[config.mk]
export PLATFORM = sky130hd
export DESIGN_NAME = axi_ctrl_top
export DESIGN_NICKNAME = d
export VERILOG_FILES = /design/src/hw/axi_ctrl_pkg.sv /design/src/hw/chan_skid_buf.sv /design/src/hw/wr_stream_fifo.sv /design/src/hw/axi_write_path.sv /design/src/hw/axi_read_path.sv /design/src/hw/axi_ctrl_top.sv
export VERILOG_INCLUDE_DIRS = /design/src /design/src/hw
export SDC_FILE = /design/constraint.sdc
export NUM_CORES = 1
export LEC_CHECK = 0
export ABC_AREA = 0
export BUFFER_PORTS_ARGS = -buffer_cell sky130_fd_sc_hd__buf_4
export CORE_MARGIN = 3
export CORE_UTILIZATION = 52
export CTS_CLUSTER_SIZE = 10
export DETAILED_ROUTE_END_ITERATION = 6
export GPL_TIMING_DRIVEN = 0
export PLACE_DENSITY = 0.76
export SLEW_MARGIN = 20
export SYNTH_ARGS = -nofsm -noshare
export SYNTH_HDL_FRONTEND = slang
export SYNTH_SLANG_ARGS = --single-unit
[constraint.sdc]
create_clock -name clk -period 7 [get_ports clk]
set_clock_uncertainty 0.15 [all_clocks]
set_input_delay 1.05 -clock clk [delete_from_list [all_inputs] [get_ports clk]]
set_output_delay 1.05 -clock clk [all_outputs]
set_load 0.01 [all_outputs]
[src/hw/axi_ctrl_settings.svh]
// Bus widths, region map and sizes of the AXI4 register controller
`ifndef AXI_CTRL_SETTINGS_SVH
`define AXI_CTRL_SETTINGS_SVH

`define AXI_DATA_W      8               // Byte-wide peripheral
`define AXI_ADDR_W      32
`define AXI_ID_W        5               // Master ID
`define AXI_LEN_W       8               // AxLEN field

`define CONF_BASE       32'h2000_0000   // Config registers, read/write
`define STAT_BASE       32'h2400_0000   // Status bytes, read-only
`define WST_BASE        32'h2100_0000   // Write-stream FIFOs

`define CONF_REG_NUM    8
`define STAT_REG_NUM    8
`define WST_FIFO_NUM    2
`define WST_FIFO_DEPTH  4               // Power of two

`endif

[src/hw/axi_ctrl_pkg.sv]
// Burst and response codes plus the AXI channel payload structs
`default_nettype none
`include "axi_ctrl_settings.svh"

package axi_ctrl_pkg;

    typedef enum logic [1:0] {
        BURST_FIXED = 2'b00,
        BURST_INCR  = 2'b01
    } burst_e;

    typedef enum logic [1:0] {
        RESP_OKAY   = 2'b00,
        RESP_DECERR = 2'b11    // No region matched
    } resp_e;

    typedef struct packed {
        logic [`AXI_ID_W-1:0]   id;
        logic [`AXI_ADDR_W-1:0] addr;
        burst_e                 burst;
    } aw_req_t;                // 39 bits, no AWLEN since W carries last

    typedef struct packed {
        logic [`AXI_DATA_W-1:0] data;
        logic                   last;
    } w_beat_t;

    typedef struct packed {
        logic [`AXI_ID_W-1:0]   id;
        logic [`AXI_ADDR_W-1:0] addr;
        burst_e                 burst;
        logic [`AXI_LEN_W-1:0]  len;
    } ar_req_t;

    typedef struct packed {
        logic [`AXI_ID_W-1:0]   id;
        resp_e                  resp;
    } b_resp_t;

    typedef struct packed {
        logic [`AXI_ID_W-1:0]   id;
        logic [`AXI_DATA_W-1:0] data;
        resp_e                  resp;
        logic                   last;
    } r_beat_t;

endpackage

`default_nettype wire

[src/hw/chan_skid_buf.sv]
// Fully registered two-entry skid buffer for one valid/ready channel
`timescale 1ns/10ps
`default_nettype none

module chan_skid_buf #(
    parameter type payload_t = axi_ctrl_pkg::w_beat_t
) (
    input  wire       clk,
    input  wire       rst_n,
    input  wire       payload_t in_data_i,
    input  wire       in_valid_i,
    output logic      in_ready_o,
    output payload_t  out_data_o,
    output logic      out_valid_o,
    input  wire       out_ready_i
);
    logic     out_valid_q;     // Main entry occupied
    logic     skid_valid_q;    // Overflow entry occupied
    logic     in_ready_q;      // Registered, low in reset and when skid full
    payload_t skid_data_q;
    logic     out_take;
    logic     in_take;

    assign out_take    = out_ready_i | ~out_valid_q;    // Main entry can load
    assign in_take     = in_valid_i & in_ready_q;
    assign in_ready_o  = in_ready_q;
    assign out_valid_o = out_valid_q;

    always_ff @(posedge clk or negedge rst_n) begin
        if (!rst_n) begin
            out_valid_q  <= 1'b0;
            skid_valid_q <= 1'b0;
            in_ready_q   <= 1'b0;
        end else if (out_take) begin
            out_valid_q  <= skid_valid_q | in_take;    // Skid drains first
            skid_valid_q <= 1'b0;
            in_ready_q   <= 1'b1;
        end else if (in_take) begin
            skid_valid_q <= 1'b1;    // Output stalled, park the beat
            in_ready_q   <= 1'b0;
        end
    end

    always_ff @(posedge clk) begin
        if (out_take) begin
            out_data_o <= skid_valid_q ? skid_data_q : in_data_i;
        end
        if (in_take && !out_take) begin
            skid_data_q <= in_data_i;
        end
    end

endmodule

`default_nettype wire

[src/hw/wr_stream_fifo.sv]
// Write-stream FIFO with fill count, drained by an outside consumer
`timescale 1ns/10ps
`default_nettype none
`include "axi_ctrl_settings.svh"

module wr_stream_fifo #(
    parameter int DEPTH = 4
) (
    input  wire                     clk,
    input  wire                     rst_n,
    input  wire                     push_i,
    input  wire [`AXI_DATA_W-1:0]   push_data_i,
    output logic                    full_o,
    output logic [`AXI_DATA_W-1:0]  pop_data_o,
    output logic                    pop_valid_o,
    input  wire                     pop_ready_i,
    output logic [$clog2(DEPTH):0]  count_o
);
    localparam int PTR_W = $clog2(DEPTH);

    logic [`AXI_DATA_W-1:0] mem_q [DEPTH];
    logic [PTR_W-1:0]       wr_ptr_q;     // Wraps naturally, DEPTH is a power of two
    logic [PTR_W-1:0]       rd_ptr_q;
    logic [PTR_W:0]         count_q;
    logic                   push_ok;
    logic                   pop_ok;

    assign full_o      = (count_q == (PTR_W+1)'(DEPTH));
    assign pop_valid_o = |count_q;          // Valid whenever not empty
    assign pop_data_o  = mem_q[rd_ptr_q];
    assign count_o     = count_q;
    assign push_ok     = push_i & ~full_o;
    assign pop_ok      = pop_valid_o & pop_ready_i;

    always_ff @(posedge clk or negedge rst_n) begin
        if (!rst_n) begin
            wr_ptr_q <= '0;
            rd_ptr_q <= '0;
            count_q  <= '0;
        end else begin
            if (push_ok) begin
                wr_ptr_q <= wr_ptr_q + 1'b1;
            end
            if (pop_ok) begin
                rd_ptr_q <= rd_ptr_q + 1'b1;
            end
            count_q <= count_q + (PTR_W+1)'(push_ok) - (PTR_W+1)'(pop_ok);
        end
    end

    // Storage
    always_ff @(posedge clk) begin
        if (push_ok) begin
            mem_q[wr_ptr_q] <= push_data_i;
        end
    end

endmodule

`default_nettype wire

[src/hw/axi_write_path.sv]
// Write path: beat addressing, config register writes, FIFO pushes and B response
`timescale 1ns/10ps
`default_nettype none
`include "axi_ctrl_settings.svh"

module axi_write_path (
    input  wire                                             clk,
    input  wire                                             rst_n,
    input  wire axi_ctrl_pkg::aw_req_t                      aw_i,
    input  wire                                             aw_valid_i,
    output logic                                            aw_ready_o,
    input  wire axi_ctrl_pkg::w_beat_t                      w_i,
    input  wire                                             w_valid_i,
    output logic                                            w_ready_o,
    output axi_ctrl_pkg::b_resp_t                           b_o,
    output logic                                            b_valid_o,
    input  wire                                             b_ready_i,
    output logic [`CONF_REG_NUM-1:0][`AXI_DATA_W-1:0]       conf_reg_o,
    output logic [`WST_FIFO_NUM-1:0][$clog2(`WST_FIFO_DEPTH):0] wst_count_o,
    output logic [`WST_FIFO_NUM-1:0][`AXI_DATA_W-1:0]       wst_data_o,
    output logic [`WST_FIFO_NUM-1:0]                        wst_valid_o,
    input  wire  [`WST_FIFO_NUM-1:0]                        wst_ready_i
);
    import axi_ctrl_pkg::*;

    localparam int CONF_IDX_W = $clog2(`CONF_REG_NUM);
    localparam int WST_IDX_W  = $clog2(`WST_FIFO_NUM);

    logic [`AXI_LEN_W-1:0]   beat_cnt_q;
    logic [`AXI_ADDR_W-1:0]  beat_addr;
    logic [`AXI_ADDR_W-1:0]  conf_ofs;
    logic [`AXI_ADDR_W-1:0]  wst_ofs;
    logic                    conf_hit;
    logic                    wst_hit;
    logic [WST_IDX_W-1:0]    wst_idx;
    logic [`WST_FIFO_NUM-1:0] fifo_full;
    logic [`WST_FIFO_NUM-1:0] fifo_push;
    logic                    w_hsk;

    // FIXED keeps the burst address on every beat
    assign beat_addr = (aw_i.burst == BURST_INCR) ?
                       aw_i.addr + `AXI_ADDR_W'(beat_cnt_q) : aw_i.addr;
    assign conf_ofs  = beat_addr - `CONF_BASE;
    assign wst_ofs   = beat_addr - `WST_BASE;
    assign conf_hit  = conf_ofs < `AXI_ADDR_W'(`CONF_REG_NUM);
    assign wst_hit   = wst_ofs < `AXI_ADDR_W'(`WST_FIFO_NUM);
    assign wst_idx   = wst_ofs[WST_IDX_W-1:0];

    // Full target FIFO holds W, last beat waits for a free B slot
    assign w_ready_o  = aw_valid_i & ~(wst_hit & fifo_full[wst_idx]) &
                        (~w_i.last | ~b_valid_o | b_ready_i);
    assign w_hsk      = w_valid_i & w_ready_o;
    assign aw_ready_o = w_hsk & w_i.last;    // Pop AW with the last beat

    always_ff @(posedge clk or negedge rst_n) begin
        if (!rst_n) begin
            beat_cnt_q <= '0;
            b_valid_o  <= 1'b0;
            conf_reg_o <= '0;
        end else begin
            if (w_hsk) begin
                beat_cnt_q <= w_i.last ? '0 : beat_cnt_q + 1'b1;
            end
            if (w_hsk && w_i.last) begin
                b_valid_o <= 1'b1;
            end else if (b_ready_i) begin
                b_valid_o <= 1'b0;    // Taken by the B skid buffer
            end
            if (w_hsk && conf_hit) begin
                conf_reg_o[conf_ofs[CONF_IDX_W-1:0]] <= w_i.data;
            end
        end
    end

    // B payload, response follows the last beat's decode
    always_ff @(posedge clk) begin
        if (w_hsk && w_i.last) begin
            b_o.id   <= aw_i.id;
            b_o.resp <= (conf_hit | wst_hit) ? RESP_OKAY : RESP_DECERR;
        end
    end

    for (genvar i = 0; i < `WST_FIFO_NUM; i++) begin : g_wst
        assign fifo_push[i] = w_hsk & wst_hit & (wst_idx == WST_IDX_W'(i));

        wr_stream_fifo #(
            .DEPTH       (`WST_FIFO_DEPTH)
        ) u_fifo (
            .clk         (clk),
            .rst_n       (rst_n),
            .push_i      (fifo_push[i]),
            .push_data_i (w_i.data),
            .full_o      (fifo_full[i]),
            .pop_data_o  (wst_data_o[i]),
            .pop_valid_o (wst_valid_o[i]),
            .pop_ready_i (wst_ready_i[i]),
            .count_o     (wst_count_o[i])
        );
    end

endmodule

`default_nettype wire

[src/hw/axi_read_path.sv]
// Read path: beat addressing, region data select and R beat generation
`timescale 1ns/10ps
`default_nettype none
`include "axi_ctrl_settings.svh"

module axi_read_path (
    input  wire                                             clk,
    input  wire                                             rst_n,
    input  wire axi_ctrl_pkg::ar_req_t                      ar_i,
    input  wire                                             ar_valid_i,
    output logic                                            ar_ready_o,
    output axi_ctrl_pkg::r_beat_t                           r_o,
    output logic                                            r_valid_o,
    input  wire                                             r_ready_i,
    input  wire [`CONF_REG_NUM-1:0][`AXI_DATA_W-1:0]        conf_reg_i,
    input  wire [`STAT_REG_NUM-1:0][`AXI_DATA_W-1:0]        stat_reg_i,
    input  wire [`WST_FIFO_NUM-1:0][$clog2(`WST_FIFO_DEPTH):0] wst_count_i
);
    import axi_ctrl_pkg::*;

    localparam int CONF_IDX_W = $clog2(`CONF_REG_NUM);
    localparam int STAT_IDX_W = $clog2(`STAT_REG_NUM);
    localparam int WST_IDX_W  = $clog2(`WST_FIFO_NUM);

    logic [`AXI_LEN_W-1:0]  beat_cnt_q;
    logic [`AXI_ADDR_W-1:0] beat_addr;
    logic [`AXI_ADDR_W-1:0] conf_ofs;
    logic [`AXI_ADDR_W-1:0] stat_ofs;
    logic [`AXI_ADDR_W-1:0] wst_ofs;
    logic                   conf_hit;
    logic                   stat_hit;
    logic                   wst_hit;
    logic                   r_last;
    logic                   r_hsk;
    logic [`AXI_DATA_W-1:0] r_data;

    assign beat_addr = (ar_i.burst == BURST_INCR) ?
                       ar_i.addr + `AXI_ADDR_W'(beat_cnt_q) : ar_i.addr;
    assign conf_ofs  = beat_addr - `CONF_BASE;
    assign stat_ofs  = beat_addr - `STAT_BASE;
    assign wst_ofs   = beat_addr - `WST_BASE;
    assign conf_hit  = conf_ofs < `AXI_ADDR_W'(`CONF_REG_NUM);
    assign stat_hit  = stat_ofs < `AXI_ADDR_W'(`STAT_REG_NUM);
    assign wst_hit   = wst_ofs < `AXI_ADDR_W'(`WST_FIFO_NUM);

    // Regions never overlap, order only picks the mux shape
    always_comb begin
        r_data = '0;    // Unmapped beat reads zero
        if (conf_hit) begin
            r_data = conf_reg_i[conf_ofs[CONF_IDX_W-1:0]];
        end else if (stat_hit) begin
            r_data = stat_reg_i[stat_ofs[STAT_IDX_W-1:0]];
        end else if (wst_hit) begin
            r_data = `AXI_DATA_W'(wst_count_i[wst_ofs[WST_IDX_W-1:0]]);    // Fill level, no pop
        end
    end

    assign r_last     = (beat_cnt_q == ar_i.len);
    assign r_valid_o  = ar_valid_i;    // One beat per cycle
    assign r_hsk      = r_valid_o & r_ready_i;
    assign ar_ready_o = r_hsk & r_last;

    assign r_o = '{id:   ar_i.id,
                   data: r_data,
                   resp: (conf_hit | stat_hit | wst_hit) ? RESP_OKAY : RESP_DECERR,
                   last: r_last};

    always_ff @(posedge clk or negedge rst_n) begin
        if (!rst_n) begin
            beat_cnt_q <= '0;
        end else if (r_hsk) begin
            beat_cnt_q <= r_last ? '0 : beat_cnt_q + 1'b1;    // Restart for next AR
        end
    end

endmodule

`default_nettype wire

[src/hw/axi_ctrl_top.sv]
// AXI4 slave register controller, skid buffers around the write and read paths
`timescale 1ns/10ps
`default_nettype none
`include "axi_ctrl_settings.svh"

module axi_ctrl_top (
    input  wire                                    clk,
    input  wire                                    rst_n,
    input  wire  [`AXI_ID_W-1:0]                   m_awid_i,
    input  wire  [`AXI_ADDR_W-1:0]                 m_awaddr_i,
    input  wire  [1:0]                             m_awburst_i,
    input  wire                                    m_awvalid_i,
    output logic                                   m_awready_o,
    input  wire  [`AXI_DATA_W-1:0]                 m_wdata_i,
    input  wire                                    m_wlast_i,
    input  wire                                    m_wvalid_i,
    output logic                                   m_wready_o,
    output logic [`AXI_ID_W-1:0]                   m_bid_o,
    output logic [1:0]                             m_bresp_o,
    output logic                                   m_bvalid_o,
    input  wire                                    m_bready_i,
    input  wire  [`AXI_ID_W-1:0]                   m_arid_i,
    input  wire  [`AXI_ADDR_W-1:0]                 m_araddr_i,
    input  wire  [1:0]                             m_arburst_i,
    input  wire  [`AXI_LEN_W-1:0]                  m_arlen_i,
    input  wire                                    m_arvalid_i,
    output logic                                   m_arready_o,
    output logic [`AXI_ID_W-1:0]                   m_rid_o,
    output logic [`AXI_DATA_W-1:0]                 m_rdata_o,
    output logic [1:0]                             m_rresp_o,
    output logic                                   m_rlast_o,
    output logic                                   m_rvalid_o,
    input  wire                                    m_rready_i,
    input  wire  [`STAT_REG_NUM*`AXI_DATA_W-1:0]   stat_reg_i,    // Byte n at bits 8n+7:8n
    output logic [`CONF_REG_NUM*`AXI_DATA_W-1:0]   conf_reg_o,
    output logic [`WST_FIFO_NUM*`AXI_DATA_W-1:0]   wst_data_o,
    output logic [`WST_FIFO_NUM-1:0]               wst_valid_o,
    input  wire  [`WST_FIFO_NUM-1:0]               wst_ready_i
);
    axi_ctrl_pkg::aw_req_t aw_in, aw_out;
    axi_ctrl_pkg::w_beat_t w_in, w_out;
    axi_ctrl_pkg::ar_req_t ar_in, ar_out;
    axi_ctrl_pkg::b_resp_t b_in, b_out;
    axi_ctrl_pkg::r_beat_t r_in, r_out;
    logic aw_valid, aw_ready, w_valid, w_ready, ar_valid, ar_ready;
    logic b_valid, b_ready, r_valid, r_ready;
    logic [`WST_FIFO_NUM-1:0][$clog2(`WST_FIFO_DEPTH):0] wst_count;    // Write path to read path

    assign aw_in = '{id: m_awid_i, addr: m_awaddr_i,
                     burst: axi_ctrl_pkg::burst_e'(m_awburst_i)};
    assign w_in  = '{data: m_wdata_i, last: m_wlast_i};
    assign ar_in = '{id: m_arid_i, addr: m_araddr_i,
                     burst: axi_ctrl_pkg::burst_e'(m_arburst_i), len: m_arlen_i};
    assign {m_bid_o, m_bresp_o}                       = b_out;
    assign {m_rid_o, m_rdata_o, m_rresp_o, m_rlast_o} = r_out;

    chan_skid_buf #(.payload_t(axi_ctrl_pkg::aw_req_t)) aw_buf (
        .clk(clk), .rst_n(rst_n),
        .in_data_i(aw_in), .in_valid_i(m_awvalid_i), .in_ready_o(m_awready_o),
        .out_data_o(aw_out), .out_valid_o(aw_valid), .out_ready_i(aw_ready));
    chan_skid_buf #(.payload_t(axi_ctrl_pkg::w_beat_t)) w_buf (
        .clk(clk), .rst_n(rst_n),
        .in_data_i(w_in), .in_valid_i(m_wvalid_i), .in_ready_o(m_wready_o),
        .out_data_o(w_out), .out_valid_o(w_valid), .out_ready_i(w_ready));
    chan_skid_buf #(.payload_t(axi_ctrl_pkg::ar_req_t)) ar_buf (
        .clk(clk), .rst_n(rst_n),
        .in_data_i(ar_in), .in_valid_i(m_arvalid_i), .in_ready_o(m_arready_o),
        .out_data_o(ar_out), .out_valid_o(ar_valid), .out_ready_i(ar_ready));
    chan_skid_buf #(.payload_t(axi_ctrl_pkg::b_resp_t)) b_buf (
        .clk(clk), .rst_n(rst_n),
        .in_data_i(b_in), .in_valid_i(b_valid), .in_ready_o(b_ready),
        .out_data_o(b_out), .out_valid_o(m_bvalid_o), .out_ready_i(m_bready_i));
    chan_skid_buf #(.payload_t(axi_ctrl_pkg::r_beat_t)) r_buf (
        .clk(clk), .rst_n(rst_n),
        .in_data_i(r_in), .in_valid_i(r_valid), .in_ready_o(r_ready),
        .out_data_o(r_out), .out_valid_o(m_rvalid_o), .out_ready_i(m_rready_i));

    axi_write_path u_wr (
        .clk(clk), .rst_n(rst_n),
        .aw_i(aw_out), .aw_valid_i(aw_valid), .aw_ready_o(aw_ready),
        .w_i(w_out), .w_valid_i(w_valid), .w_ready_o(w_ready),
        .b_o(b_in), .b_valid_o(b_valid), .b_ready_i(b_ready),
        .conf_reg_o(conf_reg_o), .wst_count_o(wst_count),
        .wst_data_o(wst_data_o), .wst_valid_o(wst_valid_o), .wst_ready_i(wst_ready_i));

    axi_read_path u_rd (
        .clk(clk), .rst_n(rst_n),
        .ar_i(ar_out), .ar_valid_i(ar_valid), .ar_ready_o(ar_ready),
        .r_o(r_in), .r_valid_o(r_valid), .r_ready_i(r_ready),
        .conf_reg_i(conf_reg_o), .stat_reg_i(stat_reg_i), .wst_count_i(wst_count));

endmodule

`default_nettype wire

---- Word level (Yosys, flattened, before mapping) ----
Memories as Yosys holds them, arrays and structs flattened.
Index checks and enable logic that the tools add are counted.
operators by class
  eq/ne operators ......................... 5
  muxes and demuxes ....................... 51
  add/sub/neg operators ................... 17
  bitwise operators ....................... 44
  magnitude comparators ................... 11
  reduce and logical (&&, ||, !) cells .... 21
operator list
  kind                    number
  $sub 32x30->32 const B  5
  $lt 32x4->1 const B     3
  $add 32x8->32           2
  $bwmux 64               1
  $lt 32x2->1 const B     2
  $mux 32                 2
  $mux 8                  7
  $bmux 8 s3              2
  $mux 47                 1
  $mux 39                 1
  $mux 1                  28
  $demux 8 s3             1
  $and 1x1->1             18
  $add 8x1->8 const B     2
  $mux 16                 1
  $or 1x1->1              15
  $lt 3x4->1 const B      3
  $reduce_bool 2->1       6
  $not 1->1               11
  $mux 3                  3
  $mux 9                  1
  $add 2x1->2 const B     4
  $eq 8x8->1              1
  $logic_and 1x1->1       8
  other kinds (10)        21
storage, ports and cells
  register bits ........................... 353
  logic and storage cells ................. 215
  memories ................................ 2
  output and inout port bits .............. 110
  bits in writable memories ............... 64
  input bits .............................. 168
memories
  memory                      words  width  rd ports  clocked after memory_dff  wr ports  RTL line              text
  u_wr.g_wst[0].u_fifo.mem_q  4      8      1         0                         1         wr_stream_fifo.sv:21  logic [`AXI_DATA_W-1:0] mem_q [DEPTH];
  u_wr.g_wst[1].u_fifo.mem_q  4      8      1         0                         1         wr_stream_fifo.sv:21

---- Depth between registers and ports, before layout ----
Gate-level depths: netlist of the first run.
  depth after elaboration ................. 15
  gate-level depth with buffers ........... 20
  gate-level depth less buffers ........... 19

---- By module ----
From an unflattened synthesis of the first run, not the netlist that was laid out.
second synthesis, totals
  cells, all modules ...................... 1,320
  area, all modules ....................... 19,952.9 um2
modules (own cells, without submodules)
  module                   times used  seq. area each (um2)  cells an instance  area an instance (um2)
  axi_write_path           1           2,006.9               405                4,594.4
  chan_skid_buf at ar_buf  1           2,897.8               157                3,579.7
  wr_stream_fifo           2           1,136.1               83                 1,606.5
  chan_skid_buf at aw_buf  1           2,417.3               132                2,939.1
  axi_read_path            1           200.2                 327                2,859.0
  chan_skid_buf at r_buf   1           1,036.0               61                 1,318.8
  chan_skid_buf at w_buf   1           615.6                 39                 799.5
  chan_skid_buf at b_buf   1           495.5                 33                 649.4

---- Worst setup path before layout of the first run ----
Ideal clock, no wire load.
  path kind ............................... reg2reg
  start point ............................. register u_wr.beat_cnt_q[0]
  end point ............................... register aw_buf.skid_data_q[0] (netlist name) (enable)
  arrival time ............................ 5.793 ns
  period minus slack after synthesis ...... 6.530 ns
  path slack .............................. 0.470 ns
  buffers on the path ..................... 1
  stages on the path, launching flop included .. 14
  library setup time ...................... 0.586 ns
  data required time ...................... 6.264 ns
  cell sequence ........................... dfrtp_1 ha_1 fa_1 a211oi_2 o211ai_1 and2_1 buf_2 nand3_1 xor2_1 nand4_1 nand3b_1 o21ai_2 o21ai_1 nor2_1
between the ends
  word-level cells in the longest chain between the ends .. 14
  elaborated cells on any way between the ends .. 15
  those cells by class .................... 2 x add/sub; 1 x order compare; 3 x mux; 7 x bitwise; 2 x reduce/logical
ends and longest elaborated chain
  what                                                 RTL line              text
  start: declaration                                   axi_write_path.sv:29  logic [`AXI_LEN_W-1:0] beat_cnt_q;
  start signal: assignment                             axi_write_path.sv:62  beat_cnt_q <= w_i.last ? '0 : beat_cnt_q + 1'b1;
  $add 32x8->32 (*)                                    axi_write_path.sv:42  aw_i.addr + `AXI_ADDR_W'(beat_cnt_q) : aw_i.addr;
  $mux 32 (*)                                          axi_write_path.sv:41  assign beat_addr = (aw_i.burst == BURST_INCR) ?
  $sub 32x30->32 (no line) (*)                         -
  branches (longest 2 deep; another with $lt 32x2->1)  -
  $and 1x1->1 (*)                                      axi_write_path.sv:50  assign w_ready_o = aw_valid_i & ~(wst_hit & fifo_full[wst_idx]) &
  $not 1->1 (*)                                        axi_write_path.sv:50
  $and 1x1->1 (*) (2 in a row)                         axi_write_path.sv:50
  $and 1x1->1 (*)                                      axi_write_path.sv:52  assign w_hsk = w_valid_i & w_ready_o;
  $and 1x1->1 (*)                                      axi_write_path.sv:53  assign aw_ready_o = w_hsk & w_i.last;
  $or 1x1->1 (*)                                       chan_skid_buf.sv:24   assign out_take = out_ready_i | ~out_valid_q;
  via aw_buf.out_take                                  chan_skid_buf.sv:21   logic out_take;
  $logic_not 1->1 (*)                                  chan_skid_buf.sv:48   if (in_take && !out_take) begin
  $logic_and 1x1->1 (*)                                chan_skid_buf.sv:48
  end signal: assignment                               chan_skid_buf.sv:49   skid_data_q <= in_data_i;
  end: declaration                                     chan_skid_buf.sv:20   payload_t skid_data_q;
Mark *: on every way through the listed nets, which the timed path passes. The select of a mux whose other input is x is not followed.
A chain may end at the register's enable or synchronous reset.

---- Worst setup path in the final report of the first run ----
  start point ............................. register aw_buf.out_data_o[2] (netlist name)
  end point ............................... register u_wr.g_wst[1].u_fifo.count_q[2]
between the ends
  word-level cells in the longest chain between the ends .. 15
  elaborated cells on any way between the ends .. 16
  those cells by class .................... 4 x add/sub; 1 x order compare; 3 x mux; 8 x bitwise
ends and longest elaborated chain
  what                                                 RTL line              text
  start: declaration                                   chan_skid_buf.sv:13   output payload_t out_data_o,
  start signal: assignment                             chan_skid_buf.sv:46   out_data_o <= skid_valid_q ? skid_data_q : in_data_i;
  $add 32x8->32                                        axi_write_path.sv:42
  $mux 32 (*)                                          axi_write_path.sv:41
  $sub 32x30->32 (no line) (*)                         -
  branches (longest 8 deep; another with $lt 32x2->1)  -
  $and 1x1->1 (*)                                      axi_write_path.sv:84  assign fifo_push[i] = w_hsk & wst_hit & (wst_idx == WST_IDX_W'(i));
  $and 1x1->1 (*)                                      wr_stream_fifo.sv:32  assign push_ok = push_i & ~full_o;
  $add 3x1->3 (*)                                      wr_stream_fifo.sv:47  count_q <= count_q + (PTR_W+1)'(push_ok) - (PTR_W+1)'(pop_ok);
  $sub 3x1->3 (*)                                      wr_stream_fifo.sv:47
  end signal: assignment                               wr_stream_fifo.sv:47
  end: declaration                                     wr_stream_fifo.sv:24  logic [PTR_W:0] count_q;
Every way passes the cells marked *. The select of a mux whose other input is x is not followed.

==> summary.md, run 1 <==
| Metric | Value |
|---|---|
| Area Overhead vs Synth | `21.7%` |
| Main synth FF type | `edfxtp_1` |
| N_diodes | `0` |
| Fin util | `65.1%` |
| TritonRoute pass-1 iters | `5` |
| CTS tree | `done` |
| Die area | `0.0394 mm²` |
| Post-Synthesis Cells | `1,308` |
| Yosys cell types | `78` |
| Post-CTS sizing | `0` |
| Startpoint Class | `flop` |
| Share of layout cells above drive strength 1 | `37.1%` |
| FP Rows | `69` |
| Critical setup path kind | `reg -> reg` |
| DR WL/cell | `21.8 µm` |
| Max-slew headroom | `35.1%` |
| Grt total ovfl | `0` |
| Synthesis Warnings | `0` |
| DRC violation count after routing | `0` |
| Largest family of logic cells by synthesized area | `multiplexers` |
| CORE AREA | `0.0360 mm²` |
| Setup Fix Bufs, Post-CTS | `0` |
| Leakage | `9.23 nW` |
| Syn Area/Cell | `14.7 µm²` |
| Max cap viols | `0` |
| CTS max path bufs | `3` |
| Peak fanout along the critical path | `10` |
| Yosys reg bits | `412` |
| Pwr Density | `322 mW/mm²` |
| Mapped Area | `0.0193 mm²` |
| Most area-consuming cells after synthesis | `edfxtp_1, dfrtp_1, mux2_2, mux4_2, ha_1` |
| Reg2reg path depth | `20` |
| Largest net degree at the start of global routing | `61` |
| Hold WS | `0.264 ns` |
| Asr flop ratio synth | `26.7%` |
| Crit path time final | `5.26 ns` |
| Detailed-route via count | `12,391` |
| Clock slew at reported path FFs | `0.06 ns` |
| Vias/cell | `5.82` |
| Depth of the CTS H-tree | `2` |
| Slew Viols, Final | `0` |
| Unrepaired setup endpoints after global routing | `no` |
| Boundary pin count | `278` |
| Dpl cells | `2,051` |
| Starting Density | `53.5%` |
| First-pass GRT wire length | `71.4 mm` |
| Final hold vios | `0` |
| CTS hold repair buffers | `0` |
| Chip width | `198 µm` |
| Setup_tns | `0 ns` |
| Clock sink count | `412` |
| Type of the worst min-delay path | `in -> async` |
| Fmax | `190 MHz` |
| Clock Tree Root | `clkbuf_16` |
| Worst VDD drop | `0.232 mV` |
| HPWL Detailed | `33.8 mm` |
| Worst-margin pin slew | `0.946 ns` |
| Die Height | `198 µm` |
| Final Instance Area | `0.0235 mm²` |
| Net count, final | `1,844` |
| Gr usage total | `23.4%` |
| Synthesized Nets | `1,513` |
| Iter 0 DRT Violations | `833` |
| Routed Antenna Nets | `0` |
| Worst Path Arrival | `5.62 ns` |
| Synth Area in Adders | `2.56%` |
| Vias in the first global route | `12,579` |
| Register area share after synthesis | `61.4%` |
| Post-synth EDFFs | `302` |
| Clock Latency Late Sink | `0.59 ns` |
| Synth Area in XOR/XNOR | `2.14%` |
| Initial antenna violation count | `0` |
| FF+latch area | `0.0118 mm²` |
| CP endpoint kind | `flop` |
| Outcome | `finished, final reports clean` |
| IO Port Bufs | `277` |
| Compound-Gate Fraction of Synth Area | `5.27%` |
| Mux cell area share after synthesis | `17.7%` |
| Routed Wire Length | `46.3 mm` |
| Number of setup violations in the final report | `0` |
| RePlAce Congestion | `0.865` |
| Fill count | `2,556` |
| Final period utilization | `75.2%` |
| Top cell type's share of synthesized area | `47.1%` |
| Dpl cell area | `0.0221 mm²` |
| Synth area leader | `edfxtp_1` |
| CP required | `7.36 ns` |
| Cell Count, Final, Fillers Out | `2,128` |
| Multi-input gate area | `0.00716 mm²` |
| Number of buffers created by CTS | `47` |
| Synth Area in Simple Gates | `9.24%` |
## per-stage QoR
step / power [mW] / worst slack (ns)
finish: 7.55 / 1.74
global route: 7.93 / 1.40
CTS: 7.61 / 1.70
detailed placement: 5.39 / 1.73
global placement: 5.29 / -1.65
floorplan: 4.66 / 0.470
## state kept, by name (all words and copies together), names as in the netlist, 4 cells and up
name,flops
u_wr.g_wst.u_fifo.count_o,6
u_wr.b_o,6
r_buf.out_data_o,15
u_rd.beat_cnt_q,8
b_buf.out_data_o,6
r_buf.skid_data_q,15
u_wr.g_wst.u_fifo.wr_ptr_q,4
ar_buf.skid_data_q,47
aw_buf.out_data_o,39
w_buf.skid_data_q,9
ar_buf.out_data_o,47
u_wr.conf_reg_o,64
aw_buf.skid_data_q,39
u_wr.beat_cnt_q,8
u_wr.g_wst.u_fifo.mem_q,64
b_buf.skid_data_q,6
w_buf.out_data_o,9
u_wr.g_wst.u_fifo.rd_ptr_q,4
## cell families after synthesis
group | count (synthesis)
AND/OR/NAND/NOR | 335
adder cells (fa/ha/maj) | 37
buffers and inverters | 76
multiplexers | 255
AO/OA/AOI/OAI | 146
XOR/XNOR | 47
flip-flops | 412
## critical path, stage by stage, from the launching register on
cell	delay, ns
edfxtp_1	0.43
ha_1	0.25
fa_1	0.46
a211oi_2	0.28
o211ai_1	0.21
and2_1	0.18
buf_2	0.18
a311o_1	0.33
a22oi_1	0.26
and3_1	0.22
nand2_1	0.06
a211o_2	0.39
nor4_4	0.45
inv_1	0.09
ha_1	0.31
inv_1	0.06
ha_1	0.13
inv_1	0.05
fa_1	0.38
xnor2_1	0.20
xnor2_1	0.13
## layout by cell type (no fill, tap or decap), types with 9 or more instances in the layout
| cell type | n |
|---|---|
| o21ai_0 | 30 |
| a21o_1 | 15 |
| xor2_1 | 18 |
| nand3_1 | 38 |
| nand2_1 | 82 |
| and2_1 | 15 |
| a21oi_1 | 25 |
| ha_1 | 33 |
| mux4_2 | 48 |
| nand4_1 | 23 |
| buf_4 | 280 |
| nand2b_1 | 9 |
| dfrtp_1 | 110 |
| inv_1 | 26 |
| xnor2_1 | 29 |
| clkbuf_16 | 47 |
| clkbuf_1 | 49 |
| edfxtp_1 | 302 |
| mux2_2 | 179 |
| and3_1 | 17 |
| nor3_1 | 21 |
| o31ai_1 | 9 |
| nor2_1 | 61 |
| o211ai_1 | 10 |
| buf_2 | 12 |
| mux2i_1 | 18 |
## synthesized netlist by cell type, drive strengths merged (19+ instances only)
master / n
xnor2: 29
nor3: 21
inv: 26
nand2: 82
a21oi: 28
clkbuf: 25
ha: 33
buf: 24
edfxtp: 302
mux2i: 19
mux4: 48
mux2: 188
nand4: 24
o21ai: 34
nand3: 38
nor2: 67
dfrtp: 110
## layout make-up
cell class | count | share of cell area (%)
Tap cell | 461 | 2.46
Sequential cell | 412 | 50.4
Clock inverter | 5 | 0.379
Inverter | 27 | 0.432
Clock buffer | 72 | 5.46
Buffer | 49 | 0.944
Multi-Input combinational cell | 820 | 30.5
Timing Repair Buffer | 282 | 9.37
## where the power goes
group	internal, mW	switching (mW)
registers	3.09	0.320
clock network	1.26	0.941
logic	0.904	1.03
total	5.26	2.29
## layer usage
metal | wire length [µm] | global-route usage, % | vias to the layer above
met5 | 0 | 0 | -
met4 | 1190 | 6.59 | 0
met3 | 3250 | 3.95 | 70
met2 | 21900 | 38.7 | 466
met1 | 19900 | 32.6 | 6138
li1 | - | - | 5717
## path summary, 6_finish.rpt
path / start / to / slack [ns]
max: aw_buf.out_data_o[2] / u_wr.g_wst[1].u_fifo.count_o[2] / 1.74
min: rst_n / aw_buf.in_ready_o / 0.26
max reg2reg: aw_buf.out_data_o[2] / u_wr.g_wst[1].u_fifo.count_o[2] / 1.74
min reg2reg: aw_buf.out_data_o[35] / u_wr.b_o[3] / 0.27
max in group asynchronous: rst_n / r_buf.in_ready_o / 5.72
min in group clk: aw_buf.out_data_o[35] / u_wr.b_o[3] / 0.27
No activity file was read; power rests on OpenSTA's default activity.
==> inputs of run 2 (changes only) <==
Settings changed: ABC_AREA 0 to 1, CORE_UTILIZATION 52 to 55, PLACE_DENSITY 0.76 to 0.77.
Clock period 7 ns to 5.33 ns, I/O delays scaled along.
==> summary.md, run 2 <==
| Metric | Value |
|---|---|
| Crit path time final | `4.70 ns` |
| Area Overhead vs Synth | `20.3%` |
| Post-Synthesis Cells | `2,125` |
| Cell Count, Final, Fillers Out | `2,998` |
| Total power | `10.4 mW` |
| Routed Antenna Nets | `0` |
| Most area-consuming cells after synthesis | `edfxtp_1, dfrtp_1, nand2_1, mux2_2, nand3_1` |
| Vias/cell | `5.56` |
| Net count, final | `2,660` |
| Unrepaired setup endpoints after global routing | `no` |
| Most frequent cells in the layout | `nand2_1, edfxtp_1, buf_4, inv_1, nor2_1` |
| Clock Tree Root | `clkbuf_16` |
| Pwr Density | `415 mW/mm²` |
| CP required | `5.45 ns` |
| Initial antenna violation count | `5` |
| First-pass GRT wire length | `89.1 mm` |
| Max-slew headroom | `30.8%` |
| Largest registers | `u_wr.conf_reg_o (64), u_wr.g_wst.u_fifo.mem_q (64)` |
| CTS tree | `done` |
| Outcome | `finished, final reports clean` |
| Synth area leader | `edfxtp_1` |
| Worst Path Arrival | `4.83 ns` |
| Synthesis Warnings | `0` |
| FP Rows | `70` |
| Syn Area/Cell | `9.75 µm²` |
| Final period utilization | `88.2%` |
| Register area share after synthesis | `57.0%` |
| IO Port Bufs | `277` |
| Depth of the CTS H-tree | `2` |
| Max cap viols | `0` |
| Leakage | `10.9 nW` |
| Peak fanout along the critical path | `42` |
| Number of setup violations in the final report | `0` |
| Largest net degree at the start of global routing | `77` |
| Count leader, synth | `nand2_1` |
| Slew Viols, Final | `0` |
| Fin util | `67.6%` |
| Yosys cell types | `49` |
| CORE AREA | `0.0369 mm²` |
| Die area | `0.0400 mm²` |
| Clock sink count | `412` |
| Asr flop ratio synth | `26.7%` |
| Number of buffers created by CTS | `47` |
| Top cell type's share of synthesized area | `43.8%` |
| Worst VDD drop | `0.253 mV` |
| Yosys reg bits | `412` |
| Vias in the first global route | `16,513` |
| Detailed-route via count | `16,655` |
| Main synth FF type | `edfxtp_1` |
| Die Height | `200 µm` |
| Dpl cells | `2,909` |
| Share of layout cells above drive strength 1 | `20.7%` |
| DR WL/cell | `18.7 µm` |
| Boundary pin count | `278` |
| CTS max path bufs | `3` |
| Chip width | `200 µm` |
| Iter 0 DRT Violations | `1,435` |
| Top post-synthesis cells by count | `nand2_1, edfxtp_1, inv_1, nor2_1, nand3_1` |
| Clock Latency Late Sink | `0.58 ns` |
| Type of the worst min-delay path | `in -> reg` |
| Mapped Area | `0.0207 mm²` |
| Synthesized Nets | `2,330` |
| Hold WS | `0.249 ns` |
| Grt total ovfl | `0` |
| Setup_tns | `0 ns` |
| CP endpoint kind | `flop` |
| Critical setup path kind | `reg -> reg` |
| HPWL Detailed | `41.5 mm` |
| Clock slew at reported path FFs | `0.06 ns` |
| Final hold vios | `0` |
| Commonest non-fill, non-tap cell in the layout | `nand2_1` |
| Worst-margin pin slew | `1.03 ns` |
| Fmax | `213 MHz` |
| DRC violation count after routing | `0` |
| Starting Density | `56.2%` |
| TritonRoute pass-1 iters | `6` |
| RePlAce Congestion | `0.957` |
| Startpoint Class | `flop` |
| Routed Wire Length | `56.0 mm` |
| Post-synth EDFFs | `302` |
| Gr usage total | `27.6%` |
## run 2: cells by family (layout without fill, tap and decap cells)
family          Yosys count  after routing  share of synthesized area, %
flops                   412            412                          57.0
xor+xnor                 29             29                          1.23
fa+ha+maj                37             37                          2.38
mux                     103            103                          5.60
simple gates            961            961                          20.1
compound gates          276            276                          7.42
other cells               0              3                             0
buf+inv                 307            673                          6.24
## run 2: metrics by stage
stage | cell area [µm²] | setup slack, ns
after floorplan | 20700 | 0.0000475
after global placement | 23400 | -1.58
after detailed placement | 23500 | 0.273
after CTS | 24900 | 0.219
after global routing | 24900 | 0.177
final | 24900 | 0.627
## run 2: area by class of cell
class	instances	area, µm²
antenna	3	7.51
timing repair buffer	281	2160
clock inverter	4	58.8
inverter	229	862
fill	2866	11900
tap	504	631
multi-input combinational	1406	7640
buffer	78	430
sequential	412	11800
clock buffer	81	1310
## run 2: power breakdown
part           internal (mW)  switching [mW]  leakage (nW)
sequential              4.09           0.323          4.24
combinational           1.08            1.94          6.02
clock                   1.67            1.25         0.650
## run 2: metal layers
layer  routed length (µm)  global-route usage, %  vias up
met5                   27                      0        -
met4                 1730                   9.75        4
met3                 3740                   4.78      112
met2                27700                   47.9      643
met1                22800                   35.3     7999
li1                     -                      -     7897
## run 2: repair_timing
item,CTS,global route
setup endpoints to repair,0,30
hold buffers,1,0
endpoints found under the hold margin,34,0
setup buffers,0,0
resized for setup,0,1
## run 2: worst max-delay path, stage by stage (launching register included)
cell,delay [ns]
edfxtp_1,0.42
ha_1,0.29
fa_1,0.39
nand2_1,0.10
nand3_1,0.14
nand3_1,0.12
nand2_2,0.10
buf_6,0.16
nand4_1,0.07
nand2_1,0.07
a21oi_1,0.14
nand2_1,0.09
nor2_2,0.23
nand2_1,0.09
nor2_1,0.12
nand3_2,0.15
nand3_1,0.18
inv_2,0.09
nand2_1,0.21
nand2_4,0.35
nor2_4,0.44
buf_12,0.24
## run 2: worst paths after layout
| path | startpoint | end | slack [ns] | cells past startpoint |
|---|---|---|---|---|
| worst max-delay path | aw_buf.out_data_o[2] | aw_buf.skid_data_q[9] | 0.63 | 21 |
| worst min-delay path | m_arlen_i[3] | ar_buf.skid_data_q[3] | 0.25 | 1 |
| worst max register to register | aw_buf.out_data_o[2] | aw_buf.skid_data_q[9] | 0.63 | 21 |
| worst min register to register | aw_buf.out_data_o[37] | u_wr.b_o[5] | 0.27 | 0 |
| max in group asynchronous | rst_n | aw_buf.skid_valid_q | 3.76 | 3 |
| min in group asynchronous | rst_n | u_wr.conf_reg_o[33] | 0.54 | 2 |
